--- config.mk ---
export PLATFORM = sky130hd
export DESIGN_NAME = com_inspector
export DESIGN_NICKNAME = d
export VERILOG_FILES = /design/src/hdl/packet_router_pkg.sv /design/src/hdl/com_inspector.sv
export VERILOG_INCLUDE_DIRS = /design/src /design/src/hdl
export SDC_FILE = /design/constraint.sdc
export NUM_CORES = 1
export LEC_CHECK = 0
export BUFFER_PORTS_ARGS = -buffer_cell sky130_fd_sc_hd__buf_2
export CAP_MARGIN = 20
export CORE_UTILIZATION = 30
export CTS_BUF_LIST = sky130_fd_sc_hd__clkbuf_8
export DETAILED_ROUTE_END_ITERATION = 16
export PLACE_DENSITY_LB_ADDON = 0.08
export SYNTH_ARGS = -nofsm -noshare
export SYNTH_HDL_FRONTEND = slang
export SYNTH_SLANG_ARGS = --single-unit
--- constraint.sdc ---
create_clock -name stream_clk -period 8.5 [get_ports stream_clk]
set_clock_uncertainty 0.2 [all_clocks]
set_input_delay 0.85 -clock stream_clk [delete_from_list [all_inputs] [get_ports stream_clk]]
set_output_delay 0.85 -clock stream_clk [all_outputs]
set_load 0.01 [all_outputs]
--- src/hdl/packet_router_config.svh ---
`ifndef PACKET_ROUTER_CONFIG_SVH
`define PACKET_ROUTER_CONFIG_SVH

`default_nettype none

// buffer depth is 2**PR_BUF_AW words
`define PR_BUF_AW 9

// flag positions inside a stream word
`define PR_SOF_BIT 32
`define PR_EOF_BIT 33

// header capture window
`define PR_HDR_WORDS  13    // ethernet, ip, udp and vrt words plus one spare
`define PR_DSP_OFFSET 11    // first captured word handed to the dsp

// udp data packet match values
`define PR_ETHERTYPE_IP  16'h0800
`define PR_PROTO_UDP     8'h11
`define PR_UDP_DATA_PORT 16'd49153

`default_nettype wire

`endif

--- src/hdl/packet_router_pkg.sv ---
`include "packet_router_config.svh"

`default_nettype none

package packet_router_pkg;

    typedef logic [31:0]           payload_t;
    typedef logic [35:0]           frame_t;     // {2'b00, eof, sof, payload}
    typedef logic [`PR_BUF_AW-1:0] buf_addr_t;

    ////////////////////
    // frame helpers
    ////////////////////

    function automatic logic is_sof(input frame_t f);
        return f[`PR_SOF_BIT];
    endfunction

    function automatic logic is_eof(input frame_t f);
        return f[`PR_EOF_BIT];
    endfunction

    // unused top bits stay zero
    function automatic frame_t make_frame(input logic sof, input logic eof, input payload_t pl);
        frame_t f;
        f              = '0;
        f[31:0]        = pl;
        f[`PR_SOF_BIT] = sof;
        f[`PR_EOF_BIT] = eof;
        return f;
    endfunction

endpackage

`default_nettype wire

--- src/hdl/com_inspector.sv ---
`timescale 1ns/1ps
`include "packet_router_config.svh"
`default_nettype none

module com_inspector import packet_router_pkg::*; (
    input  wire         stream_clk,
    input  wire         stream_rst,
    // communication input
    input  wire frame_t com_data_i,
    input  wire         com_valid_i,
    output logic        com_ready_o,
    // udp data toward the dsp
    output frame_t      dsp_data_o,
    output logic        dsp_valid_o,
    input  wire         dsp_ready_i,
    // everything else toward the cpu
    output frame_t      cpu_data_o,
    output logic        cpu_valid_o,
    input  wire         cpu_ready_i
);

    localparam int HDR_WORDS  = `PR_HDR_WORDS;
    localparam int DSP_OFFSET = `PR_DSP_OFFSET;
    localparam int CNT_W      = $clog2(HDR_WORDS + 1);

    typedef enum logic [2:0] {
        S_READ_PRE,     // waiting for sof
        S_READ_HDR,
        S_DSP_REGS,
        S_DSP_LIVE,
        S_CPU_REGS,
        S_CPU_LIVE
    } state_t;

    state_t           state_q;
    logic [CNT_W-1:0] cnt_q;
    logic [CNT_W-1:0] cnt_next;
    logic             hdr_full;     // current word is the last of the window
    frame_t           hdr_q [HDR_WORDS];
    frame_t           hdr_word;
    logic             is_udp_data;
    logic             com_xfer;
    logic             dsp_xfer;
    logic             cpu_xfer;
    logic             capture;

    assign cnt_next = cnt_q + 1'b1;
    assign hdr_full = (cnt_next == CNT_W'(HDR_WORDS));
    assign hdr_word = hdr_q[cnt_q];

    // ipv4 ethertype, udp protocol, data port, non-zero vrt header
    assign is_udp_data = (hdr_q[3][15:0]  == `PR_ETHERTYPE_IP)
                       & (hdr_q[6][23:16] == `PR_PROTO_UDP)
                       & (hdr_q[9][15:0]  == `PR_UDP_DATA_PORT)
                       & (hdr_q[11][31:0] != 32'h0);

    ////////////////////
    // stream muxing
    ////////////////////

    always_comb begin
        dsp_data_o  = com_data_i;
        dsp_valid_o = 1'b0;
        cpu_data_o  = com_data_i;
        cpu_valid_o = 1'b0;
        case (state_q)
            S_READ_PRE, S_READ_HDR: com_ready_o = 1'b1;
            S_DSP_REGS: begin
                com_ready_o = 1'b0;
                dsp_data_o  = make_frame(cnt_q == CNT_W'(DSP_OFFSET), 1'b0, hdr_word[31:0]);
                dsp_valid_o = 1'b1;
            end
            S_DSP_LIVE: begin
                com_ready_o = dsp_ready_i;
                dsp_valid_o = com_valid_i;
            end
            S_CPU_REGS: begin
                com_ready_o = 1'b0;
                cpu_data_o  = hdr_word;     // keeps its own flags
                cpu_valid_o = 1'b1;
            end
            S_CPU_LIVE: begin
                com_ready_o = cpu_ready_i;
                cpu_valid_o = com_valid_i;
            end
            default: com_ready_o = 1'b0;
        endcase
    end

    assign com_xfer = com_valid_i & com_ready_o;
    assign dsp_xfer = dsp_valid_o & dsp_ready_i;
    assign cpu_xfer = cpu_valid_o & cpu_ready_i;
    assign capture  = com_xfer & ((state_q == S_READ_PRE & is_sof(com_data_i))
                               | (state_q == S_READ_HDR));

    always_ff @(posedge stream_clk) begin
        if (capture) begin
            hdr_q[cnt_q] <= com_data_i;
        end
    end

    ////////////////////
    // control
    ////////////////////

    always_ff @(posedge stream_clk) begin
        if (stream_rst) begin
            state_q <= S_READ_PRE;
            cnt_q   <= '0;
        end else begin
            case (state_q)
                S_READ_PRE: begin
                    if (capture && is_eof(com_data_i)) begin   // one word packet
                        state_q <= S_CPU_REGS;
                    end else if (capture) begin
                        cnt_q   <= cnt_next;
                        state_q <= S_READ_HDR;
                    end
                end
                S_READ_HDR: begin
                    if (capture) begin
                        if (hdr_full && !is_eof(com_data_i) && is_udp_data) begin
                            cnt_q   <= CNT_W'(DSP_OFFSET);
                            state_q <= S_DSP_REGS;
                        end else if (hdr_full || is_eof(com_data_i)) begin
                            cnt_q   <= '0;
                            state_q <= S_CPU_REGS;
                        end else begin
                            cnt_q <= cnt_next;
                        end
                    end
                end
                S_DSP_REGS: begin
                    if (dsp_xfer) begin
                        cnt_q <= hdr_full ? '0 : cnt_next;
                        if (hdr_full) state_q <= S_DSP_LIVE;
                    end
                end
                S_DSP_LIVE: begin
                    if (dsp_xfer && is_eof(com_data_i)) state_q <= S_READ_PRE;
                end
                S_CPU_REGS: begin
                    if (cpu_xfer) begin
                        cnt_q <= (is_eof(hdr_word) || hdr_full) ? '0 : cnt_next;
                        if (is_eof(hdr_word)) begin
                            state_q <= S_READ_PRE;      // whole packet was captured
                        end else if (hdr_full) begin
                            state_q <= S_CPU_LIVE;
                        end
                    end
                end
                S_CPU_LIVE: begin
                    if (cpu_xfer && is_eof(com_data_i)) state_q <= S_READ_PRE;
                end
                default: state_q <= S_READ_PRE;
            endcase
        end
    end

endmodule

`default_nettype wire

=== Word level (Yosys, flattened, before mapping) ===
Memory sizes are Yosys's and may differ from the RTL's. A register that Yosys moved wholly into a read port is not among the register bits.
Index checks and enable logic that the tools add are counted.
W data, S select, Z words.

* Add/subtract/negate cells: 1
* Eq/ne operators: 21
* Muxes and demuxes: 32
* Bitwise logic cells: 9
* Reduce and logical (&&, ||, !) cells: 14

{| class="wikitable"
|+ Operators with widths
! cell !! number
|-
| $mux W36 || 2
|-
| $mux W4 || 11
|-
| $mux W3 || 12
|-
| $reduce_bool A32 Y1 || 1
|-
| $pmux W3 S6 || 1
|-
| $eq A16 B12 Y1 const B || 1
|-
| $eq A16 B16 Y1 const B || 1
|-
| $ne A2 B2 Y1 const B || 8
|-
| $pmux W4 S4 || 1
|-
| $reduce_and A9 Y1 || 1
|-
| $and A1 B1 Y1 || 8
|-
| $eq A4 B4 Y1 const B || 2
|-
| $eq A8 B5 Y1 const B || 1
|-
| $eq A3 B2 Y1 const B || 2
|-
| $eq A3 B3 Y1 const B || 2
|-
| $reduce_and A6 Y1 || 1
|-
| $logic_and A1 B1 Y1 || 5
|-
| $add A4 B1 Y4 const B || 1
|-
| $pmux W1 S2 || 2
|-
| $reduce_bool A4 Y1 || 1
|-
| $eq A3 B1 Y1 const B || 1
|-
| $logic_not A3 Y1 || 1
|-
| $ne A3 B1 Y1 const B || 1
|-
| $ne A3 B2 Y1 const B || 1
|-
| other kinds (7) || 9
|}

* Register bits: 7
* RAM bits: 468
* Logic and storage cells: 80
* Memories kept: 1

{| class="wikitable"
|+ Memory list
! memory !! words !! bits a word !! rd ports !! clocked after Yosys merged registers in !! wr ports !! RTL line !! text
|-
| hdr_q || 13 || 36 || 5 || 1 || 1 || com_inspector.sv:39 || <nowiki>frame_t hdr_q [HDR_WORDS];</nowiki>
|}

=== Longest topological paths before layout ===
* Depth in word-level cells: 10
* Mapped depth: 9
* Depth with buffers taken out: 7

=== Worst setup path after synthesis ===
No wires, ideal clock.

* Path kind: register -> output
* From: reg (tool-made name)
* To: out dsp_data_o[0]
* Data arrival time: 2.236 ns
* Path slack: 5.214 ns
* Stages on the path, launching flop included: 7
* Path buffers: 3
* Cell sequence: dfxtp_1 buf_2 buf_2 buf_1 mux4_2 mux4_2 mux2_2

{| class="wikitable"
|+ RTL lines
! item !! RTL line !! text
|-
| end: declaration || com_inspector.sv:13 || <nowiki>output frame_t dsp_data_o,</nowiki>
|}

==> out/metrics.cfg <==
[synth]
synth_cell_type_count=50
synth_edf_count=468
synthCells=1011
synth_common_cells=468 x edfxtp_1, 130 x mux4_2, 129 x nand2_1
avgSynthCellArea_um2=19.2
ys_ff_latch=479
synth.area.top_cells=edfxtp_1 72%, mux4_2 15%, nand2_1 2.5%, mux2_2 1.9%, dfxtp_1 1.1%
synth_ff_type=edfxtp_1
synth_seq_area_share_pct=73.4
synth.net_count=1056
yosys.cell_count.top_type=edfxtp_1
synth_top_area_share_pct=72.2
ys_warn_count=0
yosys.area.top_type=edfxtp_1
synthArstFlopShare_pct=0
netlist_area_um2=19500

[timing]
rsz0062_at_grt=false
fmax_mhz=199
max-slew-margin-rel_pct=34.6
fin_crit_sh_pct=59.2
layout_setup_ws_ps=3470
hold_ws_ps=336
fin_setup_tns_ps=0
final_hold_viol_count=0
setup_viol=0
period_needed_ps=5030
tightest_slew_ps=981
finalMaxSlewViolations=0

[cts]
clk_pin_slew_worst_paths_ps=60
cts_sinks=479
numCtsBuffers=84
clk_latency_ps=650
post-cts-setup-buffer-count=0
cts_max_level=3
hold_buffers=0
cts-root-buf=clkbuf_8
cts_resized=0
tritoncts=built
cts.path.max_buffers=3

[setup_path]
path_buf_inv=2
reg2reg_depth=7
critPathKind=reg -> out
path_depth=7
startpoint_type=flop
end_kind=output port
cp_top_family=buffers and inverters
cp-endpoint=cpu_data_o[33]
crit_path_max_fanout=51
critPathMaxStageDelay_ps=860
arrival_ps=3980
cp_slowest_cell=dfxtp_4
reg2reg_slack_ps=4860
cp.required_ps=7450
worstPathCellList=buf_4 -> mux4_2 -> mux2_2 -> nand2_1 -> nand3_1 -> a21boi_0 -> buf_2

[route]
drt_first_pass_iters=5
drt_wl_total_um=54200
drt-initial-drc-count=878
drc=0
route.detailed.wl_per_inst_um=26.0
ant_nets=0
viasPerCell=4.92
num_vias=10300

[power_and_ir_drop]
p_int_mw=4.09
p_comb_share_pct=17.5
power.switching_mw=1.56
power_density_nw_per_um2=251
clkPwrFrac_pct=33.3
total_power_mw=5.65
power_leakage_nw=7.26
power_frac_seq_pct=49.2
peakVddDrop_mv=0.106
switching_share_pct=27.6

[placement]
dpl_worst_slack_ps=4080
place_congestion=0.723
hpwl_um=29800
numPortBuffers=115

[die]
coreArea_um2=63500
die_y_um=257
rows=92
start_util_pct=30.6
dieArea_um2=65900
die_w_um=257
io_pins=116

[grt]
grt_use_total_pct=16.6
grt_pass1_wl_um=77700
grt_antenna_before_repair=3
grt_max_degree=68
grt_overflow_total=0
grt_pass1_vias=10700

[cells_and_area]
fin_nets=1218
final_util_pct=35.4
drive_gt1_share_pct=33.3
area_growth_pct=15.6

[flow_run]
cap_viol_max_count=0

[run_status]
outcome=finished clean

[min_path]
hp-class=in -> reg
hold_depth=2

-- area by class of cell --
class / count / area [um2]
fill: 5972 / 41000
timing repair buffer: 131 / 708
inverter: 8 / 30.0
clock inverter: 64 / 272
antenna: 4 / 10.0
tap: 846 / 1060
sequential: 479 / 14300
clock buffer: 86 / 1180
multi-input combinational: 469 / 4950
-- worst min path at each step --
| stage | startpoint | endpoint | slack [ps] |
|---|---|---|---|
| finish | stream_rst | state_q[0]$_SDFFE_PP0P_ | 340 |
| detailed placement | cnt_q[1]$_SDFFE_PP0P_ | flop | 390 |
| global placement | cnt_q[2]$_SDFFE_PP0P_ | cnt_q[2]$_SDFFE_PP0P_ | 390 |
| floorplan | cnt_q[1]$_SDFFE_PP0P_ | flop | 350 |
| global route | stream_rst | state_q[2]$_SDFFE_PP0P_ | 330 |
| CTS | stream_rst | state_q[0]$_SDFFE_PP0P_ | 260 |
-- metrics by stage --
step,cell area [um2],instances
2_1_floorplan,19500,1011
3_3_place_gp,21000,1933
3_5_place_dp,21000,1933
4_1_cts,22500,2083
5_1_grt,22500,2087
6_report,22500,2087
-- sequential cells by signal, summed over array words and instances, names as in the netlist, named ones only --
signal,flops
state_q,3
cnt_q,4
hdr_q,468
-- power by group through the flow --
stage | clock (mW) | combinational, mW | sequential (mW)
3_3_place_gp | 0 | 1.02 | 2.84
6_report | 1.88 | 0.991 | 2.78
3_5_place_dp | 0 | 1.02 | 2.83
4_1_cts | 1.95 | 1.02 | 2.79
5_1_grt | 2.05 | 1.08 | 2.80
2_1_floorplan | 0 | 0.734 | 2.74
-- logic make-up (layout without fill, tap and decap cells) --
kind of cell / count (synthesis) / after routing / share of synthesized area [%]
adders and majority gates: 4 / 4 / 0.257
AOI/OAI and AO/OA: 72 / 72 / 2.28
xor gates and xnor gates: 1 / 1 / 0.0450
buffers and inverters: 63 / 289 / 1.34
DFF: 479 / 479 / 73.4
other: 0 / 4 / 0
and+or+nand+nor: 225 / 225 / 5.55
muxes: 167 / 167 / 17.2
-- worst reg2reg max path: stages (launching register included) --
cell      delay (ps)
dfxtp_4          860
buf_4            850
mux4_2           490
mux2_2           270
nand2_1           80
a21oi_1           80
a311o_1          460
o211ai_1         250
-- per-layer routing --
metal  track usage [%]  routed length (um)  vias up
met3              2.89                2650       78
met2              24.6               24300      292
li1                  -                   -     4459
met5                 0                   9        -
met4              5.47                1120        2
met1              24.5               26200     5439
-- cells in the final DEF (no fill, tap or decap), drive strengths merged, types with 11 or more instances in the layout --
cell    instances
mux2           33
dfxtp          11
nor4           13
o21ai          41
buf           131
inv            41
and2           15
mux4          130
clkbuf         86
nand3          17
nand2         129
clkinv         26
edfxtp        468
No activity file was read; power rests on OpenSTA's default activity.
