File: config.mk
export PLATFORM = sky130hd
export DESIGN_NAME = stream_combiner
export DESIGN_NICKNAME = d
export VERILOG_FILES = /design/src/hdl/packet_router_pkg.sv /design/src/hdl/stream_combiner.sv
export VERILOG_INCLUDE_DIRS = /design/src /design/src/hdl
export SDC_FILE = /design/constraint.sdc
export NUM_CORES = 1
export LEC_CHECK = 0
export BUFFER_PORTS_ARGS = -buffer_cell sky130_fd_sc_hd__buf_2
export CORE_MARGIN = 1.5
export CORE_UTILIZATION = 34
export DETAILED_ROUTE_END_ITERATION = 12
export PLACE_DENSITY = 0.94
export SETUP_SLACK_MARGIN = 0.02
export SLEW_MARGIN = 10
export SYNTH_ARGS = -nofsm -noshare
export SYNTH_HDL_FRONTEND = slang
export SYNTH_SLANG_ARGS = --single-unit
File: constraint.sdc
create_clock -name stream_clk -period 5.4 [get_ports stream_clk]
set_input_delay 0.27 -clock stream_clk [delete_from_list [all_inputs] [get_ports stream_clk]]
set_output_delay 0.27 -clock stream_clk [all_outputs]
set_load 0.005 [all_outputs]
File: src/hdl/packet_router_config.svh
`ifndef PACKET_ROUTER_CONFIG_SVH
`define PACKET_ROUTER_CONFIG_SVH

`default_nettype none

// buffer depth is 2**PR_BUF_AW words
`define PR_BUF_AW 9

// flag positions inside a stream word
`define PR_SOF_BIT 32
`define PR_EOF_BIT 33

// header capture window
`define PR_HDR_WORDS  13    // ethernet, ip, udp and vrt words plus one spare
`define PR_DSP_OFFSET 11    // first captured word handed to the dsp

// udp data packet match values
`define PR_ETHERTYPE_IP  16'h0800
`define PR_PROTO_UDP     8'h11
`define PR_UDP_DATA_PORT 16'd49153

`default_nettype wire

`endif

File: src/hdl/packet_router_pkg.sv
`include "packet_router_config.svh"

`default_nettype none

package packet_router_pkg;

    typedef logic [31:0]           payload_t;
    typedef logic [35:0]           frame_t;     // {2'b00, eof, sof, payload}
    typedef logic [`PR_BUF_AW-1:0] buf_addr_t;

    ////////////////////
    // frame helpers
    ////////////////////

    function automatic logic is_sof(input frame_t f);
        return f[`PR_SOF_BIT];
    endfunction

    function automatic logic is_eof(input frame_t f);
        return f[`PR_EOF_BIT];
    endfunction

    // unused top bits stay zero
    function automatic frame_t make_frame(input logic sof, input logic eof, input payload_t pl);
        frame_t f;
        f              = '0;
        f[31:0]        = pl;
        f[`PR_SOF_BIT] = sof;
        f[`PR_EOF_BIT] = eof;
        return f;
    endfunction

endpackage

`default_nettype wire

File: src/hdl/stream_combiner.sv
`timescale 1ns/1ps
`default_nettype none

module stream_combiner import packet_router_pkg::*; (
    input  wire         stream_clk,
    input  wire         stream_rst,
    // input a, preferred when idle
    input  wire frame_t a_data_i,
    input  wire         a_valid_i,
    output logic        a_ready_o,
    // input b
    input  wire frame_t b_data_i,
    input  wire         b_valid_i,
    output logic        b_ready_o,
    // combined stream
    output frame_t      data_o,
    output logic        valid_o,
    input  wire         ready_i
);

    typedef enum logic [1:0] {
        GNT_IDLE,
        GNT_A,
        GNT_B
    } gnt_t;

    gnt_t gnt_q;
    logic sel_b;    // b drives the output this cycle
    logic xfer;

    always_comb begin
        case (gnt_q)
            GNT_A:   sel_b = 1'b0;
            GNT_B:   sel_b = 1'b1;
            default: sel_b = ~a_valid_i & b_valid_i;   // idle, a wins ties
        endcase
    end

    assign data_o    = sel_b ? b_data_i : a_data_i;
    assign valid_o   = sel_b ? b_valid_i : a_valid_i;
    assign a_ready_o = ready_i & ~sel_b;
    assign b_ready_o = ready_i & sel_b;

    assign xfer = valid_o & ready_i;

    // lock onto the source from sof until its eof has gone out
    always_ff @(posedge stream_clk) begin
        if (stream_rst) begin
            gnt_q <= GNT_IDLE;
        end else if (xfer) begin
            if (is_eof(data_o)) begin
                gnt_q <= GNT_IDLE;
            end else if (gnt_q == GNT_IDLE && is_sof(data_o)) begin
                gnt_q <= sel_b ? GNT_B : GNT_A;
            end
        end
    end

endmodule

`default_nettype wire

## Word-level counts from Yosys, hierarchy flattened

Index checks and enable logic that the tools add are counted.

- Flip-flop bits (word level): 2
- Output and inout bits: 39
- Word-level logic and storage cells: 19

- Eq/ne operators: 2
- Multiplexer cells: 6
- Bitwise logic cells: 6
- Reductions and logical operators: 4

Operators by type and width:

| kind | number |
|---|---|
| $mux 36 | 1 |
| $mux 2 | 3 |
| $and 1x1->1 | 4 |
| $eq 2x1->1 const B | 1 |
| $eq 2x2->1 const B | 1 |
| $logic_not 2->1 | 1 |
| $not 1->1 | 2 |
| $pmux 1 s2 | 1 |
| $reduce_and 2->1 | 1 |
| $reduce_bool 2->1 | 1 |
| $logic_and 1x1->1 | 1 |
| $mux 1 | 1 |

## Logic depth before layout (Yosys ltp)

Gate-level depths: netlist (run 1).

- Depth after elaboration: 7
- Mapped depth: 7
- Gate-level depth less buffers: 6

## Worst setup path before layout (run 1)

OpenSTA, ideal clock, no wires.

- Kind: register to output
- Start: register gnt_q[1]
- End: output port data_o[10]
- Data arrival time: 1,740 ps
- Setup slack: 3,390 ps
- Cell stages (with the launch flop): 8
- Buffers on the path: 2
- Cell sequence: dfxtp_1 -> inv_1 -> ha_1 -> or3b_4 -> nand2_4 -> buf_12 -> buf_12 -> mux2_4

- Cells in the longest elaborated chain, start to end: 3
- Elaborated cells on any way between the ends: 4
- Classes of those cells: eq/ne (2); mux (2)

RTL lines:

| element | RTL line | text |
|---|---|---|
| start, declared | stream_combiner.sv:27 | `gnt_t gnt_q;` |
| start signal, assigned | stream_combiner.sv:54 | `gnt_q <= sel_b ? GNT_B : GNT_A;` |
| $eq 2x2->1 or $eq 2x1->1 (tied branches) | stream_combiner.sv:32 | `case (gnt_q)` |
| $pmux 1 s2 * | stream_combiner.sv:32 |  |
| $mux 36 * | stream_combiner.sv:39 | `assign data_o = sel_b ? b_data_i : a_data_i;` |
| end, declared | stream_combiner.sv:16 | `output frame_t data_o,` |

Every way passes the cells marked *; elsewhere a longest branch is shown, timed or not.

## Worst setup path after layout (run 1)

- Start: register gnt_q[1]
- End: output port data_o[2]

Same word-level chain as after synthesis.

==> impl_metrics.ini, run 1 <==
[run_status]
status = completed

[timing]
rsz0062_at_grt = false
worstMarginPinSlew_ns = 0.628
setup_viol = 0
final.min_clock_period_ns = 2.72
slew_headroom_pct = 58.1
post-route-period-util_pct = 50.3
fmax_mhz = 368
finalSetupTns_ns = 0
finClkSkew_ns = 0.00336
finalHoldViolCount = 0
report.final.slew_viol_count = 0

[floorplan]
die-area_um2 = 2820
pin_count = 116
core_um2 = 2300
rows = 17
start_util_pct = 37.2
die_h_um = 53.1
die_x_um = 53.1

[worst_setup_path]
crit_path_end_kind = output port
crit_buf_inv = 2
path_class = flop to output port
cp_slowest_cell = nand2_4
crit_required_ns = 5.13
path_cells = inv_1 > ha_1 > or3b_4 > nand2_4 > mux2_2 > buf_2
critPathMaxStageDelay_ns = 0.48
critPathMaxFanout = 39
critPathArrivalTime_ns = 2.45
crit_family = simple AND/OR/NAND/NOR gates
crit_cells = 6
reg2reg_depth = 6
startpoint_type = flop

[placed_design]
gp_congestion = 0.792
dp_hpwl_um = 2530
place_area_um2 = 1390
portBuffers = 115

[hold_path]
hold_path_class = input port to flop
hold_depth = 4

[layout]
syn2layout_area_growth_pct = 64.7
nNetsFinal = 271
top_register = gnt_q
drive_gt1_share_pct = 83.6
largest_reg_flops = 2
diodes = 0
design_area_um2 = 1410
reg_top3 = gnt_q: 2 flops
utilization_pct = 61.3

[grt]
antenna_found_initial = 0
grt_max_degree = 40
grt_pass1_wl_um = 3800
grt_util_all_layers_pct = 18.2
gr-total-overflow = 0
grt_pass1_vias = 918

[cts]
cts_resized = 0
clock_latency_ns = 0.24
cts_tree = built
cts_made_buffers = 3
ctsHoldBuffers = 0
root_buffer = clkbuf_4
cts_setup_buffers = 0
clk_pin_slew_ns = 0.03
htreeDepth = 1
clockBufferDepth = 2
clkSinkCount = 2

[detailed_routing]
drc = 0
drt-vias-per-instance = 4.89
drt_iter0_drc = 27
dr.pass1.iters = 4
wl_per_cell_um = 13.7
drtAntennaViolNets = 0
via_count = 1061
wirelength_um = 2970

[yosys]
synth_ff_type = dfxtp_1
syn_avg_cell_area_um2 = 11.4
synth_nets = 155
yosysUniqueCellTypes = 20
synthArstFlopShare_pct = 0
syn_area_um2 = 855
synth_edf_count = 0
seq_area_frac_synth_pct = 4.69
syn-instance-count = 75
ys.warnings.count = 0
synth_seq_cells = 2

[run]
cap_viol_max_count = 0

[power_and_ir_drop]
leakagePower_nw = 0.813
max-vdd-ir-drop_uv = 84.8
p_per_area_nw_per_um2 = 118
## per-stage QoR
| step | setup WS, ns | instances | hold slack, ns | power (mW) |
|---|---|---|---|---|
| CTS | 2.68 | 217 | 0.415 | 0.166 |
| finish | 2.68 | 217 | 0.410 | 0.167 |
| detailed placement | 2.93 | 214 | 0.650 | 0.131 |
| floorplan | 3.39 | 75 | 0.471 | 0.0833 |
| global route | 2.58 | 217 | 0.434 | 0.174 |
| global placement | 3.02 | 214 | 0.626 | 0.128 |
## worst min-delay path, stage by stage
cell and delay [ns]:
buf_2 0.12, nor2_1 0.05, o21ai_0 0.06, nand3_1 0.08
## kinds of logic after synthesis
group                      synth area share [%]
muxes                                      60.2
and+or+nand+nor                            13.6
AOI/OAI and AO/OA                          6.44
buffers and inverters                      10.7
adders and majority gates                  4.39
DFF                                        4.69
## power breakdown
group	switching [mW]	total, mW	internal (mW)
clock	0.0114	0.0361	0.0247
combinational	0.0413	0.115	0.0736
sequential	0.000203	0.0156	0.0154
total	0.0529	0.167	0.114
## synthesized netlist by cell type, types with 2 or more instances
| master | number | share of area, % |
|---|---|---|
| and3_2 | 2 | 1.8 |
| nor2_1 | 4 | 1.8 |
| nand2b_1 | 3 | 2.2 |
| buf_12 | 4 | 9.4 |
| a21oi_1 | 2 | 1.2 |
| ha_1 | 3 | 4.4 |
| mux2_2 | 7 | 9.2 |
| nand2_1 | 2 | 0.88 |
| inv_1 | 3 | 1.3 |
| o21ai_0 | 5 | 2.9 |
| dfxtp_1 | 2 | 4.7 |
| mux2_4 | 29 | 51 |
| nand3_1 | 2 | 1.2 |
## final timing paths
| check | start | end | slack, ns |
|---|---|---|---|
| min reg2reg | gnt_q[1]$_SDFFE_PP0P_ | gnt_q[1]$_SDFFE_PP0P_ | 0.67 |
| max | gnt_q[1]$_SDFFE_PP0P_ | data_o[2] | 2.68 |
| max reg2reg | gnt_q[1]$_SDFFE_PP0P_ | gnt_q[0]$_SDFFE_PP0P_ | 3.32 |
| min | stream_rst | gnt_q[1]$_SDFFE_PP0P_ | 0.41 |
## metal layers
metal,global-route usage (%),routed length [um],vias up
met5,0,0,-
met4,2.56,19,0
met2,36.5,1490,70
met1,19.8,1130,480
li1,-,-,508
met3,3.39,345,3
## cells in the final DEF (no fill, tap or decap), drive strengths merged, types with 2 or more instances in the layout
cell	instances
a21oi	2
and3	2
buf	115
clkbuf	3
dfxtp	2
ha	3
inv	3
mux2	36
nand2	3
nand2b	3
nand3	2
nor2	4
o21ai	5
## final cells by class
class	instances	area, um^2
clock buffers	3	22.5
flip-flops and latches	2	40.0
inverters	3	11.3
repair buffers	115	576
multi-input cells	66	723
fillers	229	890
well taps	28	35.0
Power figures use the tool's default switching activity.
==> run 2: changes to the inputs <==
--- a/config.mk
+++ b/config.mk
@@ -8,9 +8,9 @@
 export LEC_CHECK = 0
 export BUFFER_PORTS_ARGS = -buffer_cell sky130_fd_sc_hd__buf_2
 export CORE_MARGIN = 1.5
-export CORE_UTILIZATION = 34
+export CORE_UTILIZATION = 31
 export DETAILED_ROUTE_END_ITERATION = 12
-export PLACE_DENSITY = 0.94
+export PLACE_DENSITY = 0.88
 export SETUP_SLACK_MARGIN = 0.02
 export SLEW_MARGIN = 10
 export SYNTH_ARGS = -nofsm -noshare
==> constraint.sdc (replaced) <==
create_clock -name stream_clk -period 2.7 [get_ports stream_clk]
set_input_delay 0.135 -clock stream_clk [delete_from_list [all_inputs] [get_ports stream_clk]]
set_output_delay 0.135 -clock stream_clk [all_outputs]
set_load 0.005 [all_outputs]
==> impl_metrics.ini, run 2 (synthesis results as in run 1) <==
[cts]
cts_made_buffers = 3
cts_setup_buffers = 0
cts_resized = 0
ctsHoldBuffers = 0
clk_pin_slew_ns = 0.03
clock_latency_ns = 0.24
clkSinkCount = 2
clockBufferDepth = 2
root_buffer = clkbuf_4
cts_tree = built
htreeDepth = 1

[detailed_routing]
drtAntennaViolNets = 0
via_count = 1041
drc = 0
dr.pass1.iters = 4
wirelength_um = 3090
wl_per_cell_um = 14.0
drt-vias-per-instance = 4.73
drt_iter0_drc = 34

[layout]
drive_gt1_share_pct = 83.7
nNetsFinal = 272
utilization_pct = 56.2
diodes = 0
top_register = gnt_q
syn2layout_area_growth_pct = 67.3
reg_top3 = gnt_q: 2 flops
most-common-layout-cells = buf_2 (115), mux2_4 (29), mux2_2 (7), o21ai_0 (5), nor2_1 (4)
largest_reg_flops = 2
layout_commonest_cell = buf_2
fillers = 249

[run_status]
status = completed

[floorplan]
die-area_um2 = 3080
die_x_um = 55.5
core_um2 = 2540
start_util_pct = 33.6
die_h_um = 55.5
rows = 18
pin_count = 116

[grt]
antenna_found_initial = 0
grt_pass1_wl_um = 4660
grt_util_all_layers_pct = 19.0
grt_pass1_vias = 1069
grt_max_degree = 24
gr-total-overflow = 0

[worst_setup_path]
crit_required_ns = 2.57
path_class = flop to output port
reg2reg_depth = 6
r2r-start = gnt_q[0]$_SDFFE_PP0P_
startpoint_type = flop
r2r_slack_ns = 0.96
crit_path_end_kind = output port
critPathArrivalTime_ns = 2.31
critPathMaxFanout = 23
rr_endpoint = gnt_q[0]$_SDFFE_PP0P_

[timing]
finClkSkew_ns = 0.00298
worstMarginPinSlew_ns = 0.341
fmax_mhz = 409
finalSetupTns_ns = 0
setup_viol = 0
report.final.slew_viol_count = 0
rsz0062_at_grt = false
slew_headroom_pct = 77.3
final.min_clock_period_ns = 2.44
finalHoldViolCount = 0
worst_slack_ns = 0.256
post-route-period-util_pct = 90.5

[run]
cap_viol_max_count = 0

[placed_design]
dp_hpwl_um = 2690
pre_cts_ws_ns = 0.489
gp_congestion = 0.824
portBuffers = 115

[power_and_ir_drop]
max-vdd-ir-drop_uv = 156
p_per_area_nw_per_um2 = 237
leakagePower_nw = 0.822

[hold_path]
hold_depth = 4
hp-start = stream_rst
hold_path_class = input port to flop
hold_path_end = gnt_q[0]$_SDFFE_PP0P_
==> run 2: stage by stage <==
| step | hold slack, ns | cell area [um^2] | total power, mW | cells |
|---|---|---|---|---|
| after floorplan | 0.336 | 855 | 0.167 | 75 |
| after global placement | 0.480 | 1410 | 0.263 | 217 |
| after detailed placement | 0.478 | 1410 | 0.268 | 217 |
| after CTS | 0.228 | 1430 | 0.343 | 220 |
| after global routing | 0.295 | 1430 | 0.358 | 220 |
| final | 0.236 | 1430 | 0.339 | 220 |
==> run 2: cell type report <==
class | instances | area (um^2) | share of cell area, %
Multi-Input combinational cell | 66 | 723 | 50.6
Timing Repair Buffer | 116 | 596 | 41.6
Sequential cell | 2 | 40.0 | 2.80
Tap cell | 30 | 37.5 | 2.62
Clock buffer | 3 | 22.5 | 1.57
Inverter | 3 | 11.3 | 0.787
==> run 2: worst max-delay path, cell delays in order (launching register included) <==
cell and delay, ns:
dfxtp_1 0.30, inv_1 0.08, ha_1 0.34, or3b_4 0.42
nand2_4 0.23, buf_12 0.25, mux2_4 0.32, buf_2 0.13
==> run 2: per-layer routing <==
metal	track usage, %	vias up	wire (um)
met1	17.8	461	1070
met4	8.36	0	59
li1	-	510	-
met3	3.75	7	235
met2	38.4	63	1720
met5	0	-	0
==> run 2: power by group <==
part           leakage, nW  total [mW]  internal, mW  switching, mW
Combinational        0.792       0.235         0.150         0.0850
Sequential          0.0162      0.0313        0.0308       0.000422
Clock               0.0138      0.0729        0.0495         0.0234
Total                0.822       0.339         0.230          0.109
==> run 2: worst max-delay path by stage <==
| stage | from | to | slack, ns | cells after the start |
|---|---|---|---|---|
| after global placement | gnt_q[1]$_SDFFE_PP0P_ | data_o[23] | 0.54 | 7 |
| after global routing | gnt_q[1]$_SDFFE_PP0P_ | data_o[34] | 0.16 | 7 |
| after floorplan | gnt_q[1]$_SDFFE_PP0P_ | data_o[10] | 0.82 | 7 |
| after detailed placement | gnt_q[1]$_SDFFE_PP0P_ | data_o[34] | 0.49 | 7 |
| after CTS | gnt_q[0]$_SDFFE_PP0P_ | data_o[34] | 0.24 | 7 |
| final | gnt_q[0]$_SDFFE_PP0P_ | data_o[34] | 0.26 | 7 |
==> run 3: changes to the inputs <==
--- a/config.mk
+++ b/config.mk
@@ -7,9 +7,11 @@
 export NUM_CORES = 1
 export LEC_CHECK = 0
 export BUFFER_PORTS_ARGS = -buffer_cell sky130_fd_sc_hd__buf_2
+export CAP_MARGIN = 25
 export CORE_MARGIN = 1.5
 export CORE_UTILIZATION = 31
 export DETAILED_ROUTE_END_ITERATION = 12
+export MAX_ROUTING_LAYER = met4
 export PLACE_DENSITY = 0.88
 export SETUP_SLACK_MARGIN = 0.02
 export SLEW_MARGIN = 10
==> impl_metrics.ini, run 3 (synthesis results as in run 1) <==
[cts]
clk_pin_slew_ns = 0.03
cts_resized = 0
clock_latency_ns = 0.24
clockBufferDepth = 2
cts_made_buffers = 3
cts_setup_buffers = 0
cts_tree = built
root_buffer = clkbuf_4
htreeDepth = 1
clkSinkCount = 2
ctsHoldBuffers = 0

[grt]
gr-total-overflow = 0
grt_util_all_layers_pct = 19.5
grt_max_degree = 24
grt_pass1_vias = 1070
grt_pass1_wl_um = 4660
antenna_found_initial = 0

[power_and_ir_drop]
max-vdd-ir-drop_uv = 156
p_per_area_nw_per_um2 = 237
leakagePower_nw = 0.822

[detailed_routing]
wl_met3_um = 235
drc = 0
wirelength_um = 3080
drt_iter0_drc = 34
highest_layer = met4
met1_length_um = 1070
drt-vias-per-instance = 4.75
drtAntennaViolNets = 0
met2_wirelength_um = 1720
via_count = 1044
wl_per_cell_um = 14.0
dr.pass1.iters = 4

[hold_path]
hold_path_class = input port to flop
hp-start = stream_rst

[floorplan]
core_um2 = 2540
pin_count = 116
die-area_um2 = 3080
die_h_um = 55.5
rows = 18
die_x_um = 55.5
start_util_pct = 33.6

[worst_setup_path]
critPathLaunch = gnt_q[1]$_SDFFE_PP0P_
critPathMaxFanout = 23
crit_required_ns = 2.57
crit_path_end_kind = output port
startpoint_type = flop
path_class = flop to output port
critPathArrivalTime_ns = 2.31
r2r-start = gnt_q[1]$_SDFFE_PP0P_

[placed_design]
portBuffers = 115
dp_hpwl_um = 2690
gp_congestion = 0.837

[layout]
top_register = gnt_q
drive_gt1_share_pct = 83.7
seq_area_um2 = 40.0
utilization_pct = 56.2
syn2layout_area_growth_pct = 67.3
layout_commonest_cell = buf_2
diodes = 0
largest_reg_flops = 2
nNetsFinal = 272
reg_top3 = gnt_q: 2 flops
most-common-layout-cells = buf_2 (115), mux2_4 (29), mux2_2 (7), o21ai_0 (5), nor2_1 (4)
multi_input_area_um2 = 723
fillers = 249

[timing]
slew_headroom_pct = 77.3
worstMarginPinSlew_ns = 0.341
finalHoldViolCount = 0
final.min_clock_period_ns = 2.44
post-route-period-util_pct = 90.5
finalSetupTns_ns = 0
setup_viol = 0
fmax_mhz = 409
rsz0062_at_grt = false
finClkSkew_ns = 0.00298
report.final.slew_viol_count = 0

[run]
cap_viol_max_count = 0

[run_status]
status = completed
-- run 3: cell counts in the layout (fill, tap and decap cells not counted) --
Identical to the previous run, type by type.
-- run 3: layer usage --
metal | track usage [%] | up-vias
met3 | 3.75 | 7
met1 | 17.8 | 464
met4 | 8.36 | 0
met2 | 38.4 | 63
met5 | - | -
li1 | - | 510
-- run 3: per-stage QoR --
step	setup WS [ns]	instances	power (mW)	hold slack, ns	cell area [um^2]
after global routing	0.159	220	0.358	0.295	1430
after detailed placement	0.489	217	0.268	0.478	1410
after global placement	0.536	217	0.263	0.480	1410
final	0.258	220	0.339	0.236	1430
after CTS	0.242	220	0.343	0.228	1430
after floorplan	0.825	75	0.167	0.336	855
-- run 3: worst max-delay path: stages (launching register included) --
cell     delay [ns]
dfxtp_1        0.34
inv_1          0.07
ha_1           0.31
or3b_4         0.42
nand2_4        0.23
buf_12         0.25
mux2_4         0.32
buf_2          0.13
-- run 3: report_power, final --
part | switching (mW) | leakage [nW] | internal [mW]
clock | 0.0233 | 0.0138 | 0.0495
sequential | 0.000427 | 0.0162 | 0.0308
combinational | 0.0849 | 0.792 | 0.150
total | 0.109 | 0.822 | 0.230
-- run 3: cell type report --
class | instances | share of cell area [%]
multi-input combinational | 66 | 50.6
tap | 30 | 2.62
inverter | 3 | 0.787
timing repair buffer | 116 | 41.6
sequential | 2 | 2.80
clock buffer | 3 | 1.57
-- run 3: path summary, 6_finish.rpt --
| kind | endpoint | slack [ns] | cells past startpoint |
|---|---|---|---|
| worst max register to register | gnt_q[0]$_SDFFE_PP0P_ | 0.96 | 6 |
| worst min-delay path | gnt_q[0]$_SDFFE_PP0P_ | 0.24 | 4 |
| worst max-delay path | data_o[34] | 0.26 | 7 |
| worst min register to register | gnt_q[1]$_SDFFE_PP0P_ | 0.66 | 4 |
